==> src/common/rename_pkg.sv <==
package rename_pkg;

  // ##############################
  // architectural register file

  localparam int num_arch = 32; // fixed by the 5-bit register fields

  typedef logic [4:0] arch_reg_t;

  // ##############################
  // instruction encoding

  typedef enum logic [5:0] {
    op_alu    = 6'h01, // rd <- rs1 op rs2
    op_alui   = 6'h02, // rd <- rs1 op imm
    op_store  = 6'h03, // mem[rs1 + imm] <- rd field
    op_branch = 6'h04  // compares rs1 with the rd field
  } opcode_t;

  // register-register view
  typedef struct packed {
    opcode_t     opcode;
    arch_reg_t   rd;
    arch_reg_t   rs1;
    arch_reg_t   rs2;
    logic [10:0] funct;
  } r_format_t;

  // immediate view, also used by stores and branches
  typedef struct packed {
    opcode_t     opcode;
    arch_reg_t   rd;
    arch_reg_t   rs1;
    logic [15:0] imm;
  } i_format_t;

  // opcode, rd and rs1 line up in both views
  typedef union packed {
    r_format_t r;
    i_format_t i;
  } instr_t;

endpackage

==> src/inst_decoder.sv <==
module inst_decoder import rename_pkg::*; (
  input  instr_t    instr,
  output arch_reg_t dest_arch,
  output logic      has_dest,
  output arch_reg_t src1_arch,
  output arch_reg_t src2_arch,
  output logic      is_branch
);

  always_comb begin
    dest_arch = '0;
    src1_arch = '0;
    src2_arch = '0;
    is_branch = 1'b0;
    case (instr.r.opcode)
      op_alu: begin
        dest_arch = instr.r.rd;
        src1_arch = instr.r.rs1;
        src2_arch = instr.r.rs2; // only the r view carries rs2
      end
      op_alui: begin
        dest_arch = instr.i.rd;
        src1_arch = instr.i.rs1;
      end
      op_store: begin
        src1_arch = instr.i.rs1;  // base address
        src2_arch = instr.i.rd;   // store data
      end
      op_branch: begin
        src1_arch = instr.i.rs1;
        src2_arch = instr.i.rd;
        is_branch = 1'b1;
      end
      default: begin
        // unknown opcode renames nothing
        dest_arch = '0;
      end
    endcase
  end

  // writes to r0 are dropped, so they never take a physical register
  assign has_dest = (dest_arch != '0);

endmodule

==> src/free_list/free_list.sv <==
module free_list import rename_pkg::*; #(
  parameter  int num_phys = 64,
  localparam int num_fl   = num_phys - num_arch,
  localparam int phys_w   = $clog2(num_phys),
  localparam int ptr_w    = $clog2(num_fl) + 1,
  localparam int slot_w   = ptr_w - 1
) (
  input  logic              clock,
  input  logic              reset,
  input  logic              alloc_en,
  input  logic              release_en,
  input  logic [phys_w-1:0] release_phys,
  input  logic              rollback_en,
  input  logic [ptr_w-1:0]  rollback_idx,
  output logic [phys_w-1:0] alloc_phys,
  output logic [ptr_w-1:0]  alloc_idx,
  output logic              empty
);

  logic [phys_w-1:0] fl_table [num_fl];
  logic [ptr_w-1:0]  alloc_ptr;   // next register handed out
  logic [ptr_w-1:0]  release_ptr; // next slot written back
  logic              no_free;

  // pointers run over twice the table size so full and empty differ
  function automatic logic [ptr_w-1:0] ptr_inc(input logic [ptr_w-1:0] p);
    return (p == ptr_w'(2 * num_fl - 1)) ? '0 : p + 1'b1;
  endfunction

  function automatic logic [slot_w-1:0] slot(input logic [ptr_w-1:0] p);
    logic [ptr_w-1:0] s;
    s = (p >= ptr_w'(num_fl)) ? p - ptr_w'(num_fl) : p;
    return s[slot_w-1:0];
  endfunction

  // ##############################
  // allocation side

  assign no_free   = (alloc_ptr == release_ptr);
  assign empty     = no_free && !release_en; // a release this cycle can be handed on
  assign alloc_idx = alloc_en ? ptr_inc(alloc_ptr) : alloc_ptr; // saved in the ROB for rollback

  always_comb begin
    if (no_free)
      alloc_phys = release_phys; // forward the register being freed
    else
      alloc_phys = fl_table[slot(alloc_ptr)];
  end

  // ##############################
  // pointer and table update

  always_ff @(posedge clock) begin
    if (reset) begin
      alloc_ptr   <= '0;
      release_ptr <= ptr_w'(num_fl);
      for (int i = 0; i < num_fl; i++) begin
        fl_table[i] <= phys_w'(num_arch + i);
      end
    end else begin
      if (release_en) begin
        fl_table[slot(release_ptr)] <= release_phys;
        release_ptr                 <= ptr_inc(release_ptr);
      end
      if (rollback_en)
        alloc_ptr <= rollback_idx; // squashed allocations come back
      else if (alloc_en)
        alloc_ptr <= alloc_idx;
    end
  end

  a_no_alloc_when_empty: assert property (
    @(posedge clock) disable iff (reset) alloc_en |-> !empty
  ) else $error("free list allocated while empty");

endmodule

==> src/map_table/map_table.sv <==
module map_table import rename_pkg::*; #(
  parameter  int num_phys = 64,
  localparam int phys_w   = $clog2(num_phys)
) (
  input  logic              clock,
  input  logic              reset,
  input  arch_reg_t         src1_arch,
  input  arch_reg_t         src2_arch,
  input  arch_reg_t         dest_arch,
  input  logic              rename_en,
  input  logic [phys_w-1:0] dest_phys,
  output logic [phys_w-1:0] src1_phys,
  output logic [phys_w-1:0] src2_phys,
  output logic [phys_w-1:0] told_phys,
  input  logic              commit_en,
  input  arch_reg_t         commit_arch,
  input  logic [phys_w-1:0] commit_phys,
  input  logic              restore_en
);

  logic [phys_w-1:0] spec_map  [num_arch];
  logic [phys_w-1:0] arch_map  [num_arch];
  logic [phys_w-1:0] arch_next [num_arch];

  // lookups see the map before this cycle's rename
  assign src1_phys = spec_map[src1_arch];
  assign src2_phys = spec_map[src2_arch];
  assign told_phys = spec_map[dest_arch];

  // committed state including the retirement in flight
  always_comb begin
    arch_next = arch_map;
    if (commit_en)
      arch_next[commit_arch] = commit_phys;
  end

  // ##############################
  // map update

  always_ff @(posedge clock) begin
    if (reset) begin
      for (int i = 0; i < num_arch; i++) begin
        spec_map[i] <= phys_w'(i); // identity mapping
        arch_map[i] <= phys_w'(i);
      end
    end else begin
      arch_map <= arch_next;
      if (restore_en)
        spec_map <= arch_next;
      else if (rename_en)
        spec_map[dest_arch] <= dest_phys;
    end
  end

  a_no_rename_r0: assert property (
    @(posedge clock) disable iff (reset) rename_en |-> dest_arch != '0
  ) else $error("rename of r0");

  // r0 must keep physical 0 through renames, commits and restores
  a_r0_pinned: assert property (
    @(posedge clock) disable iff (reset) spec_map[0] == '0 && arch_map[0] == '0
  ) else $error("r0 mapping moved");

endmodule

==> src/reorder_buffer/reorder_buffer.sv <==
module reorder_buffer import rename_pkg::*; #(
  parameter  int rob_depth = 16,
  parameter  int num_phys  = 64,
  localparam int idx_w     = $clog2(rob_depth),
  localparam int cnt_w     = $clog2(rob_depth + 1),
  localparam int phys_w    = $clog2(num_phys),
  localparam int fl_w      = $clog2(num_phys - num_arch) + 1
) (
  input  logic              clock,
  input  logic              reset,
  input  logic              dispatch_en,
  input  arch_reg_t         dest_arch,
  input  logic [phys_w-1:0] dest_phys,
  input  logic [phys_w-1:0] told_phys,
  input  logic [fl_w-1:0]   fl_idx,
  output logic [idx_w-1:0]  rob_idx,
  output logic              full,
  input  logic              complete_valid,
  input  logic [idx_w-1:0]  complete_idx,
  input  logic              complete_mispredict,
  output logic              retire_valid,
  output arch_reg_t         retire_arch,
  output logic [phys_w-1:0] retire_phys,
  output logic [phys_w-1:0] retire_told,
  output logic [fl_w-1:0]   retire_fl_idx,
  output logic              flush
);

  // entry payload
  arch_reg_t         entry_arch [rob_depth];
  logic [phys_w-1:0] entry_phys [rob_depth];
  logic [phys_w-1:0] entry_told [rob_depth];
  logic [fl_w-1:0]   entry_fl   [rob_depth];

  // entry status
  logic [rob_depth-1:0] done_q;
  logic [rob_depth-1:0] mispred_q;
  logic [idx_w-1:0]     head;
  logic [idx_w-1:0]     tail;
  logic [cnt_w-1:0]     count;

  function automatic logic [idx_w-1:0] next_idx(input logic [idx_w-1:0] i);
    return (i == idx_w'(rob_depth - 1)) ? '0 : i + 1'b1;
  endfunction

  assign rob_idx = tail;
  assign full    = (count == cnt_w'(rob_depth));

  // ##############################
  // retirement from the head

  assign retire_valid  = (count != '0) && done_q[head];
  assign retire_arch   = entry_arch[head];
  assign retire_phys   = entry_phys[head];
  assign retire_told   = entry_told[head];
  assign retire_fl_idx = entry_fl[head];
  assign flush         = retire_valid && mispred_q[head]; // squash everything younger

  always_ff @(posedge clock) begin
    if (dispatch_en) begin
      entry_arch[tail] <= dest_arch;
      entry_phys[tail] <= dest_phys;
      entry_told[tail] <= told_phys;
      entry_fl[tail]   <= fl_idx;
    end
  end

  // ##############################
  // pointers and status bits

  always_ff @(posedge clock) begin
    if (reset || flush) begin
      head      <= '0;
      tail      <= '0;
      count     <= '0;
      done_q    <= '0;
      mispred_q <= '0;
    end else begin
      if (complete_valid) begin
        done_q[complete_idx]    <= 1'b1;
        mispred_q[complete_idx] <= complete_mispredict;
      end
      if (dispatch_en) begin
        done_q[tail]    <= 1'b0;
        mispred_q[tail] <= 1'b0;
        tail            <= next_idx(tail);
      end
      if (retire_valid)
        head <= next_idx(head);
      count <= count + cnt_w'(dispatch_en) - cnt_w'(retire_valid);
    end
  end

  a_no_dispatch_when_full: assert property (
    @(posedge clock) disable iff (reset) dispatch_en |-> !full
  ) else $error("dispatch into a full ROB");

endmodule

==> src/rename_core.sv <==
module rename_core import rename_pkg::*; #(
  parameter  int num_phys  = 64,
  parameter  int rob_depth = 16,
  localparam int phys_w    = $clog2(num_phys),
  localparam int idx_w     = $clog2(rob_depth),
  localparam int fl_w      = $clog2(num_phys - num_arch) + 1
) (
  input  logic              clock,
  input  logic              reset,
  input  logic              instr_valid,
  input  instr_t            instr,
  output logic              stall,
  output logic              rename_valid,
  output logic [idx_w-1:0]  rob_idx,
  output logic [phys_w-1:0] dest_phys,
  output logic [phys_w-1:0] src1_phys,
  output logic [phys_w-1:0] src2_phys,
  output logic [phys_w-1:0] told_phys,
  input  logic              complete_valid,
  input  logic [idx_w-1:0]  complete_idx,
  input  logic              complete_mispredict,
  output logic              retire_valid,
  output arch_reg_t         retire_arch,
  output logic [phys_w-1:0] retire_phys,
  output logic [phys_w-1:0] retire_told,
  output logic              flush
);

  arch_reg_t         dec_dest_arch;
  arch_reg_t         dec_src1_arch;
  arch_reg_t         dec_src2_arch;
  logic              has_dest;
  logic              dispatch;
  logic              alloc_en;
  logic              release_en;
  logic              commit_en;
  logic              fl_empty;
  logic              rob_full;
  logic [phys_w-1:0] alloc_phys;
  logic [phys_w-1:0] new_dest_phys;
  logic [phys_w-1:0] map_src1_phys;
  logic [phys_w-1:0] map_src2_phys;
  logic [phys_w-1:0] map_told_phys;
  logic [fl_w-1:0]   alloc_idx;
  logic [fl_w-1:0]   retire_fl_idx;
  logic [idx_w-1:0]  rob_tail;

  // ##############################
  // dispatch control

  assign stall         = (fl_empty && has_dest) || rob_full || flush;
  assign dispatch      = instr_valid && !stall;
  assign alloc_en      = dispatch && has_dest;
  assign new_dest_phys = has_dest ? alloc_phys : '0; // no destination means p0
  assign release_en    = retire_valid && (retire_told != '0);
  assign commit_en     = retire_valid && (retire_arch != '0);

  inst_decoder u_decoder (
    .instr     (instr),
    .dest_arch (dec_dest_arch),
    .has_dest  (has_dest),
    .src1_arch (dec_src1_arch),
    .src2_arch (dec_src2_arch),
    .is_branch ()
  );

  free_list #(.num_phys(num_phys)) u_free_list (
    .clock        (clock),
    .reset        (reset),
    .alloc_en     (alloc_en),
    .release_en   (release_en),
    .release_phys (retire_told),
    .rollback_en  (flush),
    .rollback_idx (retire_fl_idx),
    .alloc_phys   (alloc_phys),
    .alloc_idx    (alloc_idx),
    .empty        (fl_empty)
  );

  map_table #(.num_phys(num_phys)) u_map_table (
    .clock       (clock),
    .reset       (reset),
    .src1_arch   (dec_src1_arch),
    .src2_arch   (dec_src2_arch),
    .dest_arch   (dec_dest_arch),
    .rename_en   (alloc_en),
    .dest_phys   (new_dest_phys),
    .src1_phys   (map_src1_phys),
    .src2_phys   (map_src2_phys),
    .told_phys   (map_told_phys),
    .commit_en   (commit_en),
    .commit_arch (retire_arch),
    .commit_phys (retire_phys),
    .restore_en  (flush)
  );

  reorder_buffer #(.rob_depth(rob_depth), .num_phys(num_phys)) u_rob (
    .clock               (clock),
    .reset               (reset),
    .dispatch_en         (dispatch),
    .dest_arch           (dec_dest_arch),
    .dest_phys           (new_dest_phys),
    .told_phys           (map_told_phys),
    .fl_idx              (alloc_idx),
    .rob_idx             (rob_tail),
    .full                (rob_full),
    .complete_valid      (complete_valid),
    .complete_idx        (complete_idx),
    .complete_mispredict (complete_mispredict),
    .retire_valid        (retire_valid),
    .retire_arch         (retire_arch),
    .retire_phys         (retire_phys),
    .retire_told         (retire_told),
    .retire_fl_idx       (retire_fl_idx),
    .flush               (flush)
  );

  // ##############################
  // registered rename results

  always_ff @(posedge clock) begin
    if (reset)
      rename_valid <= 1'b0;
    else
      rename_valid <= dispatch; // one pulse per dispatched instruction
  end

  always_ff @(posedge clock) begin
    if (dispatch) begin
      rob_idx   <= rob_tail;
      dest_phys <= new_dest_phys;
      src1_phys <= map_src1_phys;
      src2_phys <= map_src2_phys;
      told_phys <= map_told_phys;
    end
  end

endmodule

==> config.mk <==
export PLATFORM = sky130hd
export DESIGN_NAME = rename_core
export DESIGN_NICKNAME = d
export VERILOG_FILES = /design/src/common/rename_pkg.sv /design/src/inst_decoder.sv /design/src/free_list/free_list.sv /design/src/map_table/map_table.sv /design/src/reorder_buffer/reorder_buffer.sv /design/src/rename_core.sv
export SDC_FILE = /design/constraint.sdc
export NUM_CORES = 2
export LEC_CHECK = 0
export ABC_CLOCK_PERIOD_IN_PS = 3500
export BUFFER_PORTS_ARGS = -buffer_cell sky130_fd_sc_hd__buf_2
export CORE_UTILIZATION = 40
export CTS_CLUSTER_DIAMETER = 150
export DETAILED_ROUTE_END_ITERATION = 7
export GPL_TIMING_DRIVEN = 0
export PLACE_DENSITY_LB_ADDON = 0.12
export SYNTH_ARGS = -nofsm -noshare
export SYNTH_HDL_FRONTEND = slang
export SYNTH_SLANG_ARGS = --single-unit
==> constraint.sdc <==
create_clock -name clock -period 3.5 [get_ports clock]
set_input_delay 0.175 -clock clock [delete_from_list [all_inputs] [get_ports clock]]
set_output_delay 0.175 -clock clock [all_outputs]
set_load 0.1 [all_outputs]
# Word-level counts from Yosys, hierarchy flattened
# Memories as Yosys holds them, arrays and structs flattened. A register that Yosys moved wholly into a read port is not among the register bits.
# Index checks and enable logic that the tools add are counted.
# Widths: inputs -> output; s select.
[totals]
regBits = 470
mem_bits_rw = 560
in_bits = 41
out_inout_bits = 49
word_cells = 212
mem_count = 5
[memory_table]
columns = ["memory", "depth", "width", "read_ports", "rd_clocked_by_memory_dff", "wr", "line", "rtl"]
rows = [
  ["u_free_list.fl_table", 32, 6, 1, 0, 32, "free_list.sv:20", "logic [phys_w-1:0] fl_table [num_fl];"],
  ["u_rob.entry_fl", 16, 6, 1, 1, 1, "reorder_buffer.sv:33", "logic [fl_w-1:0] entry_fl [rob_depth];"],
  ["u_rob.entry_phys", 16, 6, 1, 1, 1, "reorder_buffer.sv:31", "logic [phys_w-1:0] entry_phys [rob_depth];"],
  ["u_rob.entry_told", 16, 6, 1, 1, 1, "reorder_buffer.sv:32", "logic [phys_w-1:0] entry_told [rob_depth];"],
  ["u_rob.entry_arch", 16, 5, 1, 1, 1, "reorder_buffer.sv:30", "arch_reg_t entry_arch [rob_depth];"],
]
[classes]
addsub = 8
order_cmp = 13
n_eq_ne = 10
mux = 65
n_bitwise = 8
n_reduce_logical = 26
[op_table]
columns = ["operator", "count"]
rows = [
  ["$mux 192", 3],
  ["$bwmux 192", 2],
  ["$mux 16", 6],
  ["$mux 6", 16],
  ["$bmux 6 s5", 3],
  ["$demux 6 s5", 2],
  ["$mux 4", 10],
  ["$ge 6x6->1 const B", 6],
  ["$and 16x16->16", 2],
  ["$mux 5", 5],
  ["$not 5->6", 4],
  ["$bwmux 16", 1],
  ["$not 16->16", 1],
  ["$or 16x16->16", 1],
  ["$lt 4x5->1 const B", 3],
  ["$reduce_bool 5->1", 3],
  ["$add 6x1->6 const B", 2],
  ["$eq 6x2->1 const B", 2],
  ["$eq 6x6->1 const B", 2],
  ["$logic_and 1x1->1", 12],
  ["$lt 6x1->1 const B", 2],
  ["$mux 1", 12],
  ["$pmux 5 s2", 1],
  ["$sub 5x1->5 const B", 2],
  ["18 further kinds", 27],
]

# Longest topological paths before layout
[logic_depth]
word_depth = 15
ltp_mapped = 20
ltp_nobuf = 18

# Cells and area by module
# A second synthesis with hierarchy kept.
[unflattened]
hier_cells = 3735
hier_area_um2 = 48452.7
[modules_own_cells]
columns = ["mod", "n_inst", "cells_per_inst", "area_per_inst_um2", "seq_area_each_um2"]
rows = [
  ["map_table", 1, 2058, 20850.0, 7687.4],
  ["reorder_buffer", 1, 783, 16425.8, 12031.5],
  ["free_list", 1, 813, 9933.3, 6105.9],
  ["rename_core", 1, 45, 959.7, 860.8],
  ["inst_decoder", 1, 36, 284.0, 0.0],
]

# Least setup slack after synthesis
# OpenSTA, ideal clock, no wires.
[synth_timing]
kind = "flip-flop to output port"
startpoint = "register u_rob.head[0]"
endpoint = "output stall"
t_arrival_ps = 4494
required_time_ps = 3325
slack_ps = -1169
stages_incl_launch_ff = 9
n_path_buf = 2
cell_sequence = "dfxtp_1 clkbuf_1 mux4_2 or2_2 nand3_1 nand2_1 a21boi_2 clkbuf_1 o211ai_1"
[synth_via]
elab_chain_cells = 9
elab_cells_between_ends = 12
cone_classes = "mux: 4; reduce/logical: 8"
[synth_lines]
columns = ["element", "line", "rtl"]
rows = [
  ["start, declared", "reorder_buffer.sv:38", "logic [idx_w-1:0] head;"],
  ["start signal, assigned", "reorder_buffer.sv:89", "head <= next_idx(head);"],
  ["$bmux 1 s4 (*)", "reorder_buffer.sv:52", "assign retire_valid = (count != '0) && done_q[head];"],
  ["$mux 1 (not written as such) (*)", "reorder_buffer.sv:52", ""],
  ["$logic_and 1x1->1 (*)", "reorder_buffer.sv:52", ""],
  ["net retire_valid", "rename_core.sv:22", "output logic retire_valid,"],
  ["$logic_and 1x1->1", "rename_core.sv:55", "assign release_en = retire_valid && (retire_told != '0);"],
  ["$logic_not 1->1", "free_list.sv:40", "assign empty = no_free && !release_en;"],
  ["$logic_and 1x1->1", "free_list.sv:40", ""],
  ["$logic_and 1x1->1", "rename_core.sv:51", "assign stall = (fl_empty && has_dest) || rob_full || flush;"],
  ["$logic_or 1x1->1", "rename_core.sv:51", ""],
  ["$logic_or 1x1->1 (*)", "rename_core.sv:51", ""],
  ["end, declared", "rename_core.sv:12", "output logic stall,"],
]
# The timed path passes the listed nets; every way through them passes the cells marked *. The select of a mux whose other input is x is not followed.

==> summary.txt <==
Pwr
  – Leakage Power: 20.8 nW
  – Maximum vdd ir drop: 0.000467 V
  – Total power per unit cell area: 499 nW/um^2

Clock network
  – TritonCTS clock tree: done
  – CTS sink cnt: 1039
  – Inserted Clock Buffers: 112
  – Buffer depth of the longest clock path: 3
  – Clock-pin transition on the worst setup and hold timing paths: 0.06 ns
  – Htree depth: 3
  – Buffer type at the clock tree root: sky130_fd_sc_hd__clkbuf_16
  – Clock latency reported for the late side of the worst-skew pair: 0.74 ns

Timing
  – Final-layout setup total negative slack: -52.05 ns
  – Ratio of final minimum period to clock period: 110%
  – Highest clock rate: 260 MHz
  – Setup violation total in the final timing report: 431
  – Shortest period the worst path allows: 3.84 ns
  – Worst Hold Slack: 0.0446 ns
  – Max_slew headroom: 6.38%
  – Post-route worst setup slack: -0.342 ns
  – Least-Margin Pin Slew: 1.40 ns
  – Max-slew violations: 0
  – Worst clock skew: 0.0418 ns
  – Hold violation total from the final report: 0
  – RSZ-0062 raised after global routing: true

Setup path
  – WP data required: 3.32 ns
  – Kind of start point of the critical path: flip-flop
  – Critical Path Sink Type: output port
  – CP Data Arrival Time: 3.67 ns
  – Critical path peak fanout: 7
  – Category of the critical setup timing path: flip-flop to output port

Floorplanning
  – FP Rows: 125
  – Die Area: 119000 sq um
  – Core box area: 117000 sq um
  – Number of top-level design ports: 90
  – Die extent in x: 345 microns
  – Initial core utilization: 40.5%
  – Vert. Die Dim: 345 microns

Drt
  – Total Wirelength: 216000 microns
  – Iteration count of the initial detailed-routing pass: 8
  – DR iter-0 viols: 5444
  – Per-cell via count in the routed design: 6.35
  – Final routed DRC violation total: 14
  – DR vias: 38200
  – Antenna Nets Post-Route: 0
  – Wirelength per Cell: 35.9 microns

Global route
  – Largest net degree at the start of global routing: 27
  – Global-route usage over all layers: 34.9%
  – First-pass GRT wire length: 291000 microns
  – Via count of the first global-routing pass: 35600
  – Gr ovfl total: 0
  – Antenna violations before repair: 9

Place
  – Dpl hpwl: 151000 microns
  – Buffers on Ports: 74
  – Placer congestion estimate: 1.00
  – Pre-CTS worst setup slack: -2.22 ns

Yosys
  – Syn Inst Count: 3961
  – Nets in the synthesized netlist: 4019
  – Count of warnings emitted by yosys: 0
  – Number of flops mapped to enable cells by yosys: 588
  – Count of unique library cells instantiated by Yosys: 93
  – Proportion of synthesized chip area in sequential cells: 56.6%
  – Syn Area/Cell: 11.9 sq um
  – Post-synthesis instance area: 47200 sq um
  – FF+latch count, synth: 1039
  – Share of synthesized registers carrying an async set or reset: 0%
  – Top flip-flop cell by instance count after synthesis: sky130_fd_sc_hd__edfxtp_1

Outcome
  – Status: complete, but fails checks
  – Failing checks: DRC, setup timing

Hold path
  – Min-delay src: complete_valid
  – Hold Crit Class: primary input to flip-flop

Finish
  – Most common cell after layout, fill and taps aside: sky130_fd_sc_hd__edfxtp_1
  – Layout area overhead: 25.5%
  – Count of fill cells added during filler insertion: 10200
  – Commonest non-fill, non-tap cells in the layout: sky130_fd_sc_hd__edfxtp_1, sky130_fd_sc_hd__nand2_1, sky130_fd_sc_hd__dfxtp_1
  – # nets final: 4451
  – Fraction of final layout cells with drive strength greater than 1: 26.8%

Run
  – Number of violations of the max-capacitance limit: 0
[synth_stat cells (13+ instances only)]
master                     number  area share (%)
sky130_fd_sc_hd__a21o_1        13            0.21
sky130_fd_sc_hd__a21oi_1       89            0.94
sky130_fd_sc_hd__a221o_1       38            0.81
sky130_fd_sc_hd__a221oi_1      17            0.32
sky130_fd_sc_hd__a222oi_1      23            0.49
sky130_fd_sc_hd__a22o_1        30            0.56
sky130_fd_sc_hd__a22oi_1       19            0.30
sky130_fd_sc_hd__a311oi_1      18            0.33
sky130_fd_sc_hd__a31oi_1       34            0.45
sky130_fd_sc_hd__and2_1        20            0.27
sky130_fd_sc_hd__and3_1        64            0.85
sky130_fd_sc_hd__buf_1         28            0.22
sky130_fd_sc_hd__buf_2         55            0.58
sky130_fd_sc_hd__clkbuf_1     218             1.7
sky130_fd_sc_hd__dfxtp_1      451              19
sky130_fd_sc_hd__edfxtp_1     588              37
sky130_fd_sc_hd__ha_1          16            0.42
sky130_fd_sc_hd__inv_1         24            0.19
sky130_fd_sc_hd__mux2_2        39            0.93
sky130_fd_sc_hd__mux2i_1      317             6.7
sky130_fd_sc_hd__mux4_2       182             8.7
sky130_fd_sc_hd__nand2_1      542             4.3
sky130_fd_sc_hd__nand2b_1      20            0.27
sky130_fd_sc_hd__nand3_1      148             1.6
sky130_fd_sc_hd__nor2_1       367             2.9
sky130_fd_sc_hd__nor2b_1       24            0.32
sky130_fd_sc_hd__nor3_1        69            0.73
sky130_fd_sc_hd__o211ai_1      44            0.70
sky130_fd_sc_hd__o21ai_0      107             1.1
sky130_fd_sc_hd__o221ai_1      54             1.0
sky130_fd_sc_hd__o22ai_1       39            0.52
sky130_fd_sc_hd__or3_1         13            0.17
[worst max-delay path, cell delays in order, from the launching register on]
cell	delay, ns
sky130_fd_sc_hd__dfxtp_2	0.34
sky130_fd_sc_hd__buf_12	0.14
sky130_fd_sc_hd__mux4_2	0.53
sky130_fd_sc_hd__mux4_2	0.56
sky130_fd_sc_hd__inv_8	0.08
sky130_fd_sc_hd__o2111a_2	0.31
sky130_fd_sc_hd__a21boi_4	0.10
sky130_fd_sc_hd__o211ai_1	0.58
sky130_fd_sc_hd__buf_6	0.32
[sequential cells by signal, summed over array words and instances (netlist names), 5 cells and up, named ones only]
register and count:
dest_phys 6, src1_phys 6, src2_phys 6, told_phys 6
u_free_list.alloc_ptr 6, u_free_list.fl_table 192, u_free_list.release_ptr 6, u_map_table.arch_map 192
u_map_table.spec_map 192, u_rob.count 5, u_rob.done_q 16, u_rob.entry_arch 80
u_rob.entry_fl 96, u_rob.entry_phys 96, u_rob.entry_told 96, u_rob.mispred_q 16
[logic make-up (layout without fill, tap and decap cells)]
group                    after synthesis  after routing  synth area share (%)
AND/OR/NAND/NOR                     1354           1366                  12.9
flip-flops                          1039           1039                  56.6
AO/OA/AOI/OAI                        650            651                  10.3
multiplexers                         540            540                  16.4
buffers and inverters                346            862                  3.08
adder cells (fa/ha/maj)               17             17                 0.467
XOR/XNOR                              15             15                 0.279
other                                  0              2                     0
[routing by layer]
layer  GRT usage, %  share of wire, %  up-vias
met5              0                 0        -
met4           14.3               5.2        0
met3           7.14                11      462
met2           52.6                43     2414
met1           48.9                40    19300
li1               -                 -    16000
[layout make-up]
class | instances | area [sq um] | share of cell area, %
antenna | 2 | 5.00 | 0.00846
clock inverter | 60 | 618 | 1.04
buffer | 301 | 2130 | 3.61
timing repair buffer | 319 | 3510 | 5.94
multi-input combinational | 2589 | 21100 | 35.6
inverter | 31 | 149 | 0.252
sequential | 1039 | 26700 | 45.1
tap | 1524 | 1910 | 3.22
clock buffer | 151 | 3070 | 5.19
[report_power, final]
| group | switching (mW) | internal [mW] |
|---|---|---|
| combinational | 2.96 | 1.33 |
| clock | 5.18 | 6.84 |
| sequential | 0.0974 | 13.1 |
| total | 8.24 | 21.3 |
[through the flow]
| step | util [%] | instance area [sq um] | total power, mW | instances |
|---|---|---|---|---|
| 2_1_floorplan | - | 47300 | 15.4 | 3961 |
| 3_3_place_gp | 42.6 | 49600 | 16.5 | 5559 |
| 3_5_place_dp | 42.9 | 50000 | 16.6 | 5575 |
| 4_1_cts | 49.2 | 57300 | 29.2 | 5927 |
| 5_1_grt | 50.8 | 59200 | 30.1 | 6014 |
| 6_report | 50.8 | 59200 | 29.5 | 6016 |
[what timing repair did]
| item | 4_1_cts | 5_1_grt |
|---|---|---|
| gates cloned | 28 | 15 |
| buffers inserted | 114 | 95 |
| endpoints found under the hold margin | 14 | 0 |
| hold buffers | 7 | 0 |
| setup endpoints to repair | 1549 | 903 |
| pin swaps | 50 | 53 |
| gates resized for setup | 553 | 318 |
[final timing paths]
check             slack, ns                         to  depth (start not counted)
setup / recovery      -0.34                      stall                          8
hold / removal         0.04           u_rob.done_q[15]                          4
setup reg to reg      -0.27     u_rob.entry_told[3][3]                         17
hold reg to reg        0.47  u_map_table.spec_map[191]                          2
Power figures use the tool's default switching activity.
